File: config.mk
export PLATFORM = sky130hd
export DESIGN_NAME = fsync_tree
export DESIGN_NICKNAME = d
export VERILOG_FILES = /design/src/hdl/fsync_pkg.sv /design/src/hdl/fsync_ingress.sv /design/src/hdl/fsync_level.sv /design/src/hdl/fsync_node.sv /design/src/hdl/fsync_tree.sv
export VERILOG_INCLUDE_DIRS = /design/src /design/src/include
export SDC_FILE = /design/constraint.sdc
export NUM_CORES = 1
export LEC_CHECK = 0
export ABC_AREA = 1
export BUFFER_PORTS_ARGS = -buffer_cell sky130_fd_sc_hd__buf_2
export CORE_ASPECT_RATIO = 2
export CORE_MARGIN = 2
export CORE_UTILIZATION = 58
export DETAILED_ROUTE_END_ITERATION = 7
export GPL_ROUTABILITY_DRIVEN = 0
export PLACE_DENSITY = 0.85
export SETUP_SLACK_MARGIN = 0.3
export SYNTH_ARGS = -nofsm -noshare
export SYNTH_HDL_FRONTEND = slang
export SYNTH_SLANG_ARGS = --single-unit
File: constraint.sdc
create_clock -name clk_i -period 1.99 [get_ports clk_i]
set_clock_uncertainty 0.1 [all_clocks]
set_input_delay 0.199 -clock clk_i [delete_from_list [all_inputs] [get_ports clk_i]]
set_output_delay 0.199 -clock clk_i [all_outputs]
set_load 0.02 [all_outputs]
File: src/include/fsync_cfg.svh
// Sizing macros of the barrier synchronization network

`ifndef FSYNC_CFG_SVH
`define FSYNC_CFG_SVH

// Compute units in the 4x4 tile grid
`define FSYNC_N_CU 16

// Tree levels, alternating horizontal and vertical pairing
`define FSYNC_N_LEVELS 4

// Request level field, legal values 1 to FSYNC_N_LEVELS
`define FSYNC_LVL_W 3

// Barrier id field
`define FSYNC_ID_W 2

`endif

File: src/hdl/fsync_pkg.sv
// Field and index types shared by all stages of the barrier network

`include "fsync_cfg.svh"

package fsync_pkg;

  // Number of distinct barrier ids
  localparam int unsigned N_ID = 2 ** `FSYNC_ID_W;

  // Target level of a request or a wake
  typedef logic [`FSYNC_LVL_W-1:0] lvl_t;

  // Barrier id carried along with the level
  typedef logic [`FSYNC_ID_W-1:0] id_t;

  // One bit per compute unit
  typedef logic [`FSYNC_N_CU-1:0] cu_mask_t;

endpackage : fsync_pkg

File: src/hdl/fsync_ingress.sv
// Ingress stage that registers CU requests and answers bad ones with an error

`timescale 1ns/1ps

`include "fsync_cfg.svh"

module fsync_ingress (
  input  logic                clk_i,
  input  logic                arst_n_i,

  input  fsync_pkg::cu_mask_t req_valid_i,
  input  fsync_pkg::lvl_t     req_lvl_i [`FSYNC_N_CU],
  input  fsync_pkg::id_t      req_id_i  [`FSYNC_N_CU],

  input  fsync_pkg::cu_mask_t wake_i,

  output fsync_pkg::cu_mask_t up_valid_o,
  output fsync_pkg::lvl_t     up_lvl_o [`FSYNC_N_CU],
  output fsync_pkg::id_t      up_id_o  [`FSYNC_N_CU],

  output fsync_pkg::cu_mask_t err_o
);

  import fsync_pkg::*;

  localparam lvl_t MAX_LVL = lvl_t'(`FSYNC_N_LEVELS);

  // CUs with a request in flight somewhere in the tree
  cu_mask_t waiting_q;

  cu_mask_t busy;
  cu_mask_t lvl_ok;
  cu_mask_t accept;
  cu_mask_t reject;

  // Level 0 is never a barrier, anything above the root is out of range
  always_comb begin
    for (int i = 0; i < `FSYNC_N_CU; i++) begin
      lvl_ok[i] = (req_lvl_i[i] != '0) && (req_lvl_i[i] <= MAX_LVL);
    end
  end

  // A wake in this cycle frees the CU for a new request
  assign busy   = waiting_q & ~wake_i;

  assign accept = req_valid_i & lvl_ok & ~busy;
  assign reject = req_valid_i & ~accept;

  always_ff @(posedge clk_i or negedge arst_n_i) begin
    if (!arst_n_i) begin
      waiting_q  <= '0;
      up_valid_o <= '0;
      err_o      <= '0;
    end else begin
      waiting_q  <= busy | accept;
      up_valid_o <= accept;
      err_o      <= reject;
    end
  end

  // Request fields follow the valid by one cycle like the flags
  always_ff @(posedge clk_i) begin
    up_lvl_o <= req_lvl_i;
    up_id_o  <= req_id_i;
  end

  // The tree only ever wakes CUs that are still waiting on it
  a_wake_waiting : assert property (
    @(posedge clk_i) disable iff (!arst_n_i)
    (wake_i & ~waiting_q) == '0
  ) else $error("Wake delivered to a CU with no request outstanding");

endmodule : fsync_ingress

File: src/hdl/fsync_level.sv
// One tree level with its nodes and the registered up and down paths

`timescale 1ns/1ps

`include "fsync_cfg.svh"

module fsync_level #(
  parameter int unsigned LEVEL   = 1,
  parameter int unsigned N_NODES = 8
) (
  input  logic                 clk_i,
  input  logic                 arst_n_i,

  // Requests from the level below
  input  logic [2*N_NODES-1:0] up_valid_i,
  input  fsync_pkg::lvl_t      up_lvl_i [2*N_NODES],
  input  fsync_pkg::id_t       up_id_i  [2*N_NODES],

  // Requests toward the level above
  output logic [N_NODES-1:0]   up_valid_o,
  output fsync_pkg::lvl_t      up_lvl_o [N_NODES],
  output fsync_pkg::id_t       up_id_o  [N_NODES],

  // Wakes from the level above
  input  logic [N_NODES-1:0]   dn_wake_i,
  input  fsync_pkg::lvl_t      dn_lvl_i [N_NODES],
  input  fsync_pkg::id_t       dn_id_i  [N_NODES],

  // Wakes toward the level below
  output logic [2*N_NODES-1:0] dn_wake_o,
  output fsync_pkg::lvl_t      dn_lvl_o [2*N_NODES],
  output fsync_pkg::id_t       dn_id_o  [2*N_NODES]
);

  import fsync_pkg::*;

  function automatic int unsigned isqrt(input int unsigned val);
    int unsigned root;
    root = 0;
    for (int unsigned k = 1; k <= val; k++) begin
      if (k * k <= val) begin
        root = k;
      end
    end
    return root;
  endfunction

  // Even levels see a grid twice as tall as wide, so sqrt of the nodes gives its width
  localparam int unsigned COLS    = isqrt(N_NODES);
  localparam lvl_t        OWN_LVL = lvl_t'(LEVEL);

  logic [N_NODES-1:0]   par_valid;
  lvl_t                 par_lvl  [N_NODES];
  id_t                  par_id   [N_NODES];

  logic [N_NODES-1:0]   own_wake;
  lvl_t                 own_lvl  [N_NODES];
  id_t                  own_id   [N_NODES];

  logic [2*N_NODES-1:0] dn_wake_d;
  lvl_t                 dn_lvl_d [2*N_NODES];
  id_t                  dn_id_d  [2*N_NODES];

  for (genvar n = 0; n < N_NODES; n++) begin : gen_node
    // Odd levels pair row neighbours, even levels pair column neighbours
    localparam int unsigned CH0 = (LEVEL % 2 == 1) ? 2 * n :
                                  (n / COLS) * 2 * COLS + (n % COLS);
    localparam int unsigned CH1 = (LEVEL % 2 == 1) ? 2 * n + 1 : CH0 + COLS;

    logic [1:0] ch_valid;
    lvl_t       ch_lvl [2];
    id_t        ch_id  [2];
    logic       node_wake;

    assign ch_valid  = {up_valid_i[CH1], up_valid_i[CH0]};
    assign ch_lvl[0] = up_lvl_i[CH0];
    assign ch_lvl[1] = up_lvl_i[CH1];
    assign ch_id[0]  = up_id_i[CH0];
    assign ch_id[1]  = up_id_i[CH1];

    fsync_node #(
      .LEVEL ( LEVEL )
    ) i_node (
      .clk_i          ( clk_i        ),
      .arst_n_i       ( arst_n_i     ),
      .child_valid_i  ( ch_valid     ),
      .child_lvl_i    ( ch_lvl       ),
      .child_id_i     ( ch_id        ),
      .parent_valid_o ( par_valid[n] ),
      .parent_lvl_o   ( par_lvl[n]   ),
      .parent_id_o    ( par_id[n]    ),
      .wake_o         ( own_wake[n]  ),
      .wake_lvl_o     ( own_lvl[n]   ),
      .wake_id_o      ( own_id[n]    )
    );

    // Parent wakes only pass for barriers that span beyond this node
    assign node_wake = own_wake[n] || (dn_wake_i[n] && (dn_lvl_i[n] > OWN_LVL));

    assign dn_wake_d[CH0] = node_wake;
    assign dn_wake_d[CH1] = node_wake;
    assign dn_lvl_d[CH0]  = own_wake[n] ? own_lvl[n] : dn_lvl_i[n];
    assign dn_lvl_d[CH1]  = own_wake[n] ? own_lvl[n] : dn_lvl_i[n];
    assign dn_id_d[CH0]   = own_wake[n] ? own_id[n]  : dn_id_i[n];
    assign dn_id_d[CH1]   = own_wake[n] ? own_id[n]  : dn_id_i[n];
  end

  always_ff @(posedge clk_i or negedge arst_n_i) begin
    if (!arst_n_i) begin
      up_valid_o <= '0;
      dn_wake_o  <= '0;
    end else begin
      up_valid_o <= par_valid;
      dn_wake_o  <= dn_wake_d;
    end
  end

  always_ff @(posedge clk_i) begin
    up_lvl_o <= par_lvl;
    up_id_o  <= par_id;
    dn_lvl_o <= dn_lvl_d;
    dn_id_o  <= dn_id_d;
  end

  // One outstanding request per CU keeps own and parent wakes apart
  a_no_wake_clash : assert property (
    @(posedge clk_i) disable iff (!arst_n_i)
    (own_wake & dn_wake_i) == '0
  ) else $error("Level %0d node got its own wake and a parent wake together", LEVEL);

endmodule : fsync_level

File: src/hdl/fsync_node.sv
// Tree node that pairs the requests of its two children per barrier id

`timescale 1ns/1ps

`include "fsync_cfg.svh"

module fsync_node #(
  parameter int unsigned LEVEL = 1
) (
  input  logic            clk_i,
  input  logic            arst_n_i,

  // Requests from the two children
  input  logic [1:0]      child_valid_i,
  input  fsync_pkg::lvl_t child_lvl_i [2],
  input  fsync_pkg::id_t  child_id_i  [2],

  // Merged request toward the parent
  output logic            parent_valid_o,
  output fsync_pkg::lvl_t parent_lvl_o,
  output fsync_pkg::id_t  parent_id_o,

  // Own wake toward both children
  output logic            wake_o,
  output fsync_pkg::lvl_t wake_lvl_o,
  output fsync_pkg::id_t  wake_id_o
);

  import fsync_pkg::*;

  localparam lvl_t OWN_LVL = lvl_t'(LEVEL);

  // Pending table, one bit per child and per barrier id
  logic [1:0][N_ID-1:0] pend_q;
  logic [1:0][N_ID-1:0] pend_d;

  // Level seen with each pending entry
  lvl_t                 pend_lvl_q [2][N_ID];

  logic                 done_0;
  logic                 done_1;
  logic                 done;
  lvl_t                 done_lvl;
  id_t                  done_id;

  logic                 same_cycle_pair;
  logic                 lvl_clash;
  logic [1:0]           dup_req;

  assign same_cycle_pair = (&child_valid_i) && (child_id_i[0] == child_id_i[1]);

  // Child 0 completes against a pending child 1 or a simultaneous match
  assign done_0 = child_valid_i[0] && (pend_q[1][child_id_i[0]] || same_cycle_pair);

  // Child 1 completes only against an older entry of child 0
  assign done_1 = child_valid_i[1] && pend_q[0][child_id_i[1]];

  // At most one pair can finish per cycle
  // since a child with an entry pending sends nothing new
  assign done     = done_0 || done_1;
  assign done_lvl = done_0 ? child_lvl_i[0] : child_lvl_i[1];
  assign done_id  = done_0 ? child_id_i[0]  : child_id_i[1];

  always_comb begin
    pend_d = pend_q;
    for (int c = 0; c < 2; c++) begin
      if (child_valid_i[c]) begin
        pend_d[c][child_id_i[c]] = 1'b1;
      end
    end
    // Completed id leaves the table for both children
    if (done) begin
      pend_d[0][done_id] = 1'b0;
      pend_d[1][done_id] = 1'b0;
    end
  end

  always_ff @(posedge clk_i or negedge arst_n_i) begin
    if (!arst_n_i) begin
      pend_q <= '0;
    end else begin
      pend_q <= pend_d;
    end
  end

  always_ff @(posedge clk_i) begin
    for (int c = 0; c < 2; c++) begin
      if (child_valid_i[c]) begin
        pend_lvl_q[c][child_id_i[c]] <= child_lvl_i[c];
      end
    end
  end

  // Barrier ends here or climbs one more level
  assign wake_o         = done && (done_lvl == OWN_LVL);
  assign wake_lvl_o     = done_lvl;
  assign wake_id_o      = done_id;

  assign parent_valid_o = done && (done_lvl > OWN_LVL);
  assign parent_lvl_o   = done_lvl;
  assign parent_id_o    = done_id;

  // Partners of one id must name the same level
  assign lvl_clash =
    (done_0 && pend_q[1][child_id_i[0]] &&
     (child_lvl_i[0] != pend_lvl_q[1][child_id_i[0]])) ||
    (done_0 && same_cycle_pair && (child_lvl_i[0] != child_lvl_i[1])) ||
    (done_1 && (child_lvl_i[1] != pend_lvl_q[0][child_id_i[1]]));

  always_comb begin
    for (int c = 0; c < 2; c++) begin
      dup_req[c] = child_valid_i[c] && pend_q[c][child_id_i[c]];
    end
  end

  a_lvl_agree : assert property (
    @(posedge clk_i) disable iff (!arst_n_i)
    !lvl_clash
  ) else $error("Children of level %0d node disagree on barrier level", LEVEL);

  a_no_dup : assert property (
    @(posedge clk_i) disable iff (!arst_n_i)
    dup_req == 2'b00
  ) else $error("Child of level %0d node repeats a pending barrier id", LEVEL);

endmodule : fsync_node

File: src/hdl/fsync_tree.sv
// Barrier synchronization tree for the 16 CUs of a 4x4 tile grid

`timescale 1ns/1ps

`include "fsync_cfg.svh"

module fsync_tree (
  input  logic                clk_i,
  input  logic                arst_n_i,

  input  fsync_pkg::cu_mask_t req_valid_i,
  input  fsync_pkg::lvl_t     req_lvl_i  [`FSYNC_N_CU],
  input  fsync_pkg::id_t      req_id_i   [`FSYNC_N_CU],

  output fsync_pkg::cu_mask_t wake_o,
  output fsync_pkg::lvl_t     wake_lvl_o [`FSYNC_N_CU],
  output fsync_pkg::id_t      wake_id_o  [`FSYNC_N_CU],

  output fsync_pkg::cu_mask_t err_o
);

  import fsync_pkg::*;

  // Nodes per level, halving toward the root
  localparam int unsigned N1 = `FSYNC_N_CU / 2;
  localparam int unsigned N2 = `FSYNC_N_CU / 4;
  localparam int unsigned N3 = `FSYNC_N_CU / 8;
  localparam int unsigned N4 = `FSYNC_N_CU / 16;

  cu_mask_t          ing_valid;
  lvl_t              ing_lvl      [`FSYNC_N_CU];
  id_t               ing_id       [`FSYNC_N_CU];

  logic [N1-1:0]     l1_up_valid;
  lvl_t              l1_up_lvl    [N1];
  id_t               l1_up_id     [N1];
  logic [N2-1:0]     l2_up_valid;
  lvl_t              l2_up_lvl    [N2];
  id_t               l2_up_id     [N2];
  logic [N3-1:0]     l3_up_valid;
  lvl_t              l3_up_lvl    [N3];
  id_t               l3_up_id     [N3];

  // Down path, named after the level that drives it
  logic [N1-1:0]     l2_dn_wake;
  lvl_t              l2_dn_lvl    [N1];
  id_t               l2_dn_id     [N1];
  logic [N2-1:0]     l3_dn_wake;
  lvl_t              l3_dn_lvl    [N2];
  id_t               l3_dn_id     [N2];
  logic [N3-1:0]     l4_dn_wake;
  lvl_t              l4_dn_lvl    [N3];
  id_t               l4_dn_id     [N3];

  // Nothing sits above the root
  logic [N4-1:0]     root_dn_wake;
  lvl_t              root_dn_lvl  [N4];
  id_t               root_dn_id   [N4];

  assign root_dn_wake = '0;
  assign root_dn_lvl  = '{default: '0};
  assign root_dn_id   = '{default: '0};

  fsync_ingress i_ingress (
    .clk_i, .arst_n_i, .req_valid_i, .req_lvl_i, .req_id_i,
    .wake_i (wake_o), .up_valid_o (ing_valid), .up_lvl_o (ing_lvl), .up_id_o (ing_id),
    .err_o
  );

  fsync_level #(.LEVEL (1), .N_NODES (N1)) i_level1 (
    .clk_i, .arst_n_i,
    .up_valid_i (ing_valid),   .up_lvl_i (ing_lvl),   .up_id_i (ing_id),
    .up_valid_o (l1_up_valid), .up_lvl_o (l1_up_lvl), .up_id_o (l1_up_id),
    .dn_wake_i  (l2_dn_wake),  .dn_lvl_i (l2_dn_lvl), .dn_id_i (l2_dn_id),
    .dn_wake_o  (wake_o),      .dn_lvl_o (wake_lvl_o), .dn_id_o (wake_id_o)
  );

  fsync_level #(.LEVEL (2), .N_NODES (N2)) i_level2 (
    .clk_i, .arst_n_i,
    .up_valid_i (l1_up_valid), .up_lvl_i (l1_up_lvl), .up_id_i (l1_up_id),
    .up_valid_o (l2_up_valid), .up_lvl_o (l2_up_lvl), .up_id_o (l2_up_id),
    .dn_wake_i  (l3_dn_wake),  .dn_lvl_i (l3_dn_lvl), .dn_id_i (l3_dn_id),
    .dn_wake_o  (l2_dn_wake),  .dn_lvl_o (l2_dn_lvl), .dn_id_o (l2_dn_id)
  );

  fsync_level #(.LEVEL (3), .N_NODES (N3)) i_level3 (
    .clk_i, .arst_n_i,
    .up_valid_i (l2_up_valid), .up_lvl_i (l2_up_lvl), .up_id_i (l2_up_id),
    .up_valid_o (l3_up_valid), .up_lvl_o (l3_up_lvl), .up_id_o (l3_up_id),
    .dn_wake_i  (l4_dn_wake),  .dn_lvl_i (l4_dn_lvl), .dn_id_i (l4_dn_id),
    .dn_wake_o  (l3_dn_wake),  .dn_lvl_o (l3_dn_lvl), .dn_id_o (l3_dn_id)
  );

  // Root level, its up outputs lead nowhere
  fsync_level #(.LEVEL (4), .N_NODES (N4)) i_level4 (
    .clk_i, .arst_n_i,
    .up_valid_i (l3_up_valid),  .up_lvl_i (l3_up_lvl),   .up_id_i (l3_up_id),
    .up_valid_o (),             .up_lvl_o (),            .up_id_o (),
    .dn_wake_i  (root_dn_wake), .dn_lvl_i (root_dn_lvl), .dn_id_i (root_dn_id),
    .dn_wake_o  (l4_dn_wake),   .dn_lvl_o (l4_dn_lvl),   .dn_id_o (l4_dn_id)
  );

endmodule : fsync_tree

* After elaboration in Yosys (flattened, before gate mapping)
Index checks and enable logic that the tools add are counted.
Widths: inputs -> output; s select.
** Storage, ports and cells
- Register bits :: 434
- Input bits :: 98
- Output and inout port bits :: 112
- Logic and storage cells :: 847
** Operators by class
- $lt $le $gt $ge :: 127
- Equal/unequal tests :: 30
- Mux-type cells :: 253
- Bitwise gates (word level) :: 83
- Reduce and logical (&&, ||, !) cells :: 224
** Operators with widths (number)
- $logic_and 1x1->1 :: 149
- $lt 2x3->1 const B :: 45
- $and 4x4->4 :: 30
- $mux 4 :: 30
- $mux 8 :: 15
- $or 4x4->4 :: 30
- $demux 1 s2 :: 45
- $ge 2x1->1 const B :: 45
- $mux 3 :: 29
- $mux 1 :: 75
- $and 16x16->16 :: 4
- $bmux 1 s2 :: 30
- $not 4->4 :: 15
- $mux 2 :: 29
- $le 3x3->1 const B :: 16
- $not 16->16 :: 3
- $reduce_bool 3->1 :: 16
- $logic_or 1x1->1 :: 44
- $gt 3x1->1 const B :: 12
- $eq 2x2->1 :: 15
- $reduce_and 2->1 :: 15
- $gt 3x2->1 const B :: 9
- $eq 3x1->1 const B :: 8
- $eq 3x2->1 const B :: 6
- 2 further kinds :: 2

* Depth between registers and ports, before layout
- Word-level depth :: 12
- Mapped depth :: 13
- Depth with buffers taken out :: 13

* Hierarchy
Synthesis repeated with hierarchy kept, for this count alone.
** Unflattened totals
- Cell total of the unflattened synthesis :: 2328
- Area, all modules :: 20699.9 um^2
** By module, submodules not included
- fsync_node at i_level1.gen_node[0].i_node ... :: times used 8, cells an instance 96, area an instance 750.7 um^2
- fsync_ingress :: times used 1, cells an instance 304, area an instance 3763.6 um^2
- fsync_node at i_level2.gen_node[0].i_node ... :: times used 4, cells an instance 103, area an instance 765.7 um^2
- fsync_level at i_level1 :: times used 1, cells an instance 288, area an instance 2912.8 um^2
- fsync_node at i_level3.gen_node[0].i_node ... :: times used 2, cells an instance 99, area an instance 813.3 um^2
- fsync_level at i_level2 :: times used 1, cells an instance 151, area an instance 1498.9 um^2
- fsync_level at i_level3 :: times used 1, cells an instance 72, area an instance 725.7 um^2
- fsync_node at i_level4.gen_node[0].i_node :: times used 1, cells an instance 95, area an instance 723.2 um^2
- fsync_level at i_level4 :: times used 1, cells an instance 39, area an instance 376.6 um^2
- fsync_tree :: times used 1, cells an instance 1, area an instance 3.8 um^2

* Worst setup path before layout
OpenSTA, ideal clock, no wires.
- Kind :: reg2reg
- From :: reg i_level2.up_id_o[3] in the netlist's numbering
- To :: reg i_level3.dn_id_o[0] in the netlist's numbering
- Library setup time :: 0.112 ns
- Arrival time :: 1.348 ns
- Data required time :: 1.778 ns
- Path slack :: 0.430 ns
- Stages on the path, launching flop included :: 14
- Path buffers :: 1
- Path through :: dfxtp_1 buf_2 inv_2 nand2_1 nand2_1 nand3_1 nand2_4 nand2_8 nand2_2 inv_2 nor2_2 nand2_2 nand2_1 nand2_1
** RTL lines
- from (decl) :: line fsync_level.sv:22 : output fsync_pkg::id_t up_id_o [N_NODES],
- from (signal assigned) :: line fsync_level.sv:120 : up_id_o <= par_id;
- to (signal assigned) :: line fsync_level.sv:122 : dn_id_o <= dn_id_d;
- to (decl) :: line fsync_level.sv:32 : output fsync_pkg::id_t dn_id_o [2*N_NODES]

==> flow_summary_export.csv <==
group,metric,value,unit
floorplanning,dieArea,31860,µm²
placed_design,dpl.cell_count,2517,
synthesis,ys_async_sr_fraction,46.68,%
routing,wirelength,55050,µm
placed_design,hpwlAfterDp,28230,µm
grt,busiest_layer,"met2",
worst_setup_path,critPathMaxStageDelay,390,ps
clock_network,h-tree-depth,2,
floorplanning,core,30070,µm²
final_layout,area_delta_synth_final,35.84,%
grt,antenna_found_initial,0,
flow_run,drv_cap,0,
sta,hold_ws,97.55,ps
worst_setup_path,cp-end-kind,"flop",
worst_setup_path,crit_end,"i_level1.gen_node[4].i_node.pend_q[6]$_DFF_PN0_",
final_layout,layout_commonest_cell,"buf_2",
final_layout,multi_input_area,8348,µm²
sta,period_share,94.16,%
final_layout,nNetsFinal,2511,
final_layout,final_cell_mix,"buf_2, nand2_1, inv_1",
grt,grt_pass1_vias,15045,
pwr,powerDensity,752.9,nW/µm²
floorplanning,start_util,58.58,%
routing,drtPass1Iterations,6,
final_layout,fin_area,23920,µm²
synthesis,synthFlopType,"dfxtp_1",
sta,tightestPinTransition,634.5,ps
synthesis,ys_seq_area_share,53.57,%
placed_design,io_buffers,209,
grt,track_usage,26.72,%
synthesis,yosys_warnings,0,
floorplanning,ioPinCount,210,
routing,vias_per_cell,5.762,
sta,hold_viol_final,0,
worst_setup_path,cp.arrival,2200,ps
final_layout,antenna_cells,0,
floorplanning,die_height,250.4,µm
worst_setup_path,r2r-end,"i_level1.gen_node[4].i_node.pend_q[6]$_DFF_PN0_",
synthesis,synth-edff-count,0,
sta,rsz0062_at_grt,"yes",
synthesis,synth.avg_cell_area,8.710,µm²
hold_path,hold_path_class,"primary input to async pin",
pwr,irDropWorstVdd,1.004,mV
run_status,status,"completed",
sta,max_freq,0.5337,GHz
worst_setup_path,reg2reg_slack,120,ps
sta,relSlewSlack,57.70,%
floorplanning,fp.dieW,127.2,µm
clock_network,cts_num_sinks,422,
sta,min_period,1874,ps
grt,grt_start_max_net_pins,58,
grt,grt_pass1_wl,69500,µm
worst_setup_path,r2r_cells,10,
clock_network,cts_made_buffers,37,
worst_setup_path,worstPathRequired,2310,ps
routing,drc_errors,0,
grt,grt_use_met3,3.439,%
final_layout,nFillCells,1496,
placed_design,place_area,18590,µm²
synthesis,synth-seq-cells,422,
clock_network,cts.clk_slew.worst_paths,70,ps
final_layout,final_layout_size_suffix_gt1_share,45.09,%
worst_setup_path,path_class,"flop to flop",
routing,wire_per_inst,19.59,µm
routing,drt_iter0_markers,1133,
worst_setup_path,crit_chain,"nor2_4 > nand2_1 > nand2_2 > nor2_4 > nand2_4 > nand2_8 > nand2_4 > o211ai_1 > nor2_1 > nor2_1",
clock_network,tritoncts,"built",
final_layout,final_cells,2810,
clock_network,worstSkewPairLatency,550,ps
sta,tns,0,ps
worst_setup_path,slowest_stage,"dfxtp_4",
grt,overflow,0,
worst_setup_path,timing.critical_path.from,"i_ingress.up_id_o[14]$_DFF_P_",
final_layout,regArea,9651,µm²
grt,met1_usage,26.35,%
sta,drv_slew,0,
synthesis,netlist_area,17610,µm²
worst_setup_path,worst_setup_path_start_kind,"flop",
pwr,p_total,18.01,mW
grt,grt_util_met2,52.47,%
clock_network,clock_path_buffers,3,
synthesis,ys_types,39,
floorplanning,num_rows,90,
sta,setup_viol,0,
clock_network,cts-root-buf,"clkbuf_16",
worst_setup_path,crit_fanout,7,
routing,ant_nets,0,
routing,vias,16192,
synthesis,syn_inst,2022,
worst_setup_path,reg2reg_from,"i_ingress.up_id_o[14]$_DFF_P_",
pwr,p_leak,11.49,nW
## registers in the layout, summed over array words and instances (netlist names), 12 cells and up
| signal | count |
|---|---|
| i_level1.dn_lvl_o | 24 |
| i_level1.dn_id_o | 16 |
| i_level2.up_lvl_o | 12 |
| i_level1.up_id_o | 16 |
| i_level2.gen_node.i_node.pend_q | 32 |
| i_level1.up_lvl_o | 24 |
| i_level3.gen_node.i_node.pend_q | 16 |
| i_ingress.err_o | 16 |
| i_ingress.up_id_o | 32 |
| i_ingress.waiting_q | 16 |
| i_ingress.up_lvl_o | 48 |
| i_level1.gen_node.i_node.pend_q | 64 |
| i_level2.dn_lvl_o | 12 |
| i_ingress.up_valid_o | 16 |
## how the worst min path moves through the flow
stage	startpoint	endpoint	slack, ps	depth (start not counted)
after floorplan	arst_n_i	i_ingress.err_o[0]$_DFF_PN0_	-200	0
after global placement	arst_n_i	i_level1.gen_node[7].i_node.pend_q[7]$_DFF_PN0_	110	1
after detailed placement	arst_n_i	i_level1.gen_node[7].i_node.pend_q[5]$_DFF_PN0_	110	1
after CTS	arst_n_i	i_level1.gen_node[7].i_node.pend_q[5]$_DFF_PN0_	110	2
after global routing	arst_n_i	i_level1.gen_node[7].i_node.pend_q[5]$_DFF_PN0_	140	2
final	arst_n_i	i_level1.gen_node[7].i_node.pend_q[5]$_DFF_PN0_	100	2
## metal layers
layer / part of all wire, % / wire length, µm / vias up
met4: 7.6 / 4164 / 0
li1: - / - / 7140
met2: 54 / 29980 / 962
met5: 0 / 0 / -
met3: 5.8 / 3186 / 348
met1: 32 / 17710 / 7742
## cells in the mapped netlist (6+ instances only)
master / instances / area, µm²
nand3_2: 10 / 100.1
nor3_1: 16 / 80.08
a31o_2: 76 / 665.6
o21ai_0: 27 / 135.1
a21oi_1: 59 / 295.3
nand4_1: 13 / 81.33
nor2_2: 36 / 225.2
o211ai_1: 13 / 97.59
dfrtp_1: 197 / 4930
inv_1: 238 / 893.4
buf_2: 22 / 110.1
buf_4: 58 / 435.4
o31ai_1: 6 / 45.04
nand3_1: 162 / 810.8
inv_2: 51 / 191.4
nand2_4: 32 / 360.4
nand2_1: 361 / 1355
dfxtp_1: 225 / 4504
nor2_1: 248 / 930.9
nand2_2: 67 / 419.2
nand3b_1: 23 / 172.7
nor2_4: 15 / 168.9
o21ai_2: 26 / 227.7
## worst max-delay path, delay by kind of cell, from the launching register on
kind / cells / cell delay, ps
simple gates: 9 / 1080
compound gates: 1 / 160
flops: 1 / 390
## report_power, final
group | switching (mW) | total [mW] | internal (mW) | leakage, nW
Clock | 3.33 | 7.46 | 4.13 | 0.615
Sequential | 0.281 | 9.01 | 8.73 | 4.50
Combinational | 0.887 | 1.54 | 0.651 | 6.37
## per-stage QoR
| stage | worst slack, ps | util (%) |
|---|---|---|
| floorplan | 429.9 | - |
| global placement | 120.3 | 61.83 |
| detailed placement | 50.52 | 61.83 |
| CTS | 274.0 | 70.62 |
| global route | 62.33 | 79.57 |
| finish | 116.2 | 79.57 |
## cells by family after synthesis
group / share of synthesized area [%]
AOI/OAI and AO/OA: 8.944
DFF: 53.57
other: 0.02129
xor gates and xnor gates: 0.04974
buffers and inverters: 9.818
and+or+nand+nor: 27.60
## area by class of cell
class                   instances  area share (%)
inverters                     294           5.057
flip-flops and latches        422           40.34
well taps                     368           1.925
multi-input cells            1228           34.89
clock buffers                  54           4.743
clock inverters                14          0.4498
repair buffers                430           12.59
## timing repair
item                                    in CTS  in global routing
gates resized for setup                    146                516
pin swaps                                   20                166
hold buffers                                97                  0
cloned                                       4                  8
endpoints found under the setup margin     204                208
hold endpoints to repair                   234                  0
setup buffers                               13                103
No activity file was read; power rests on OpenSTA's default activity.
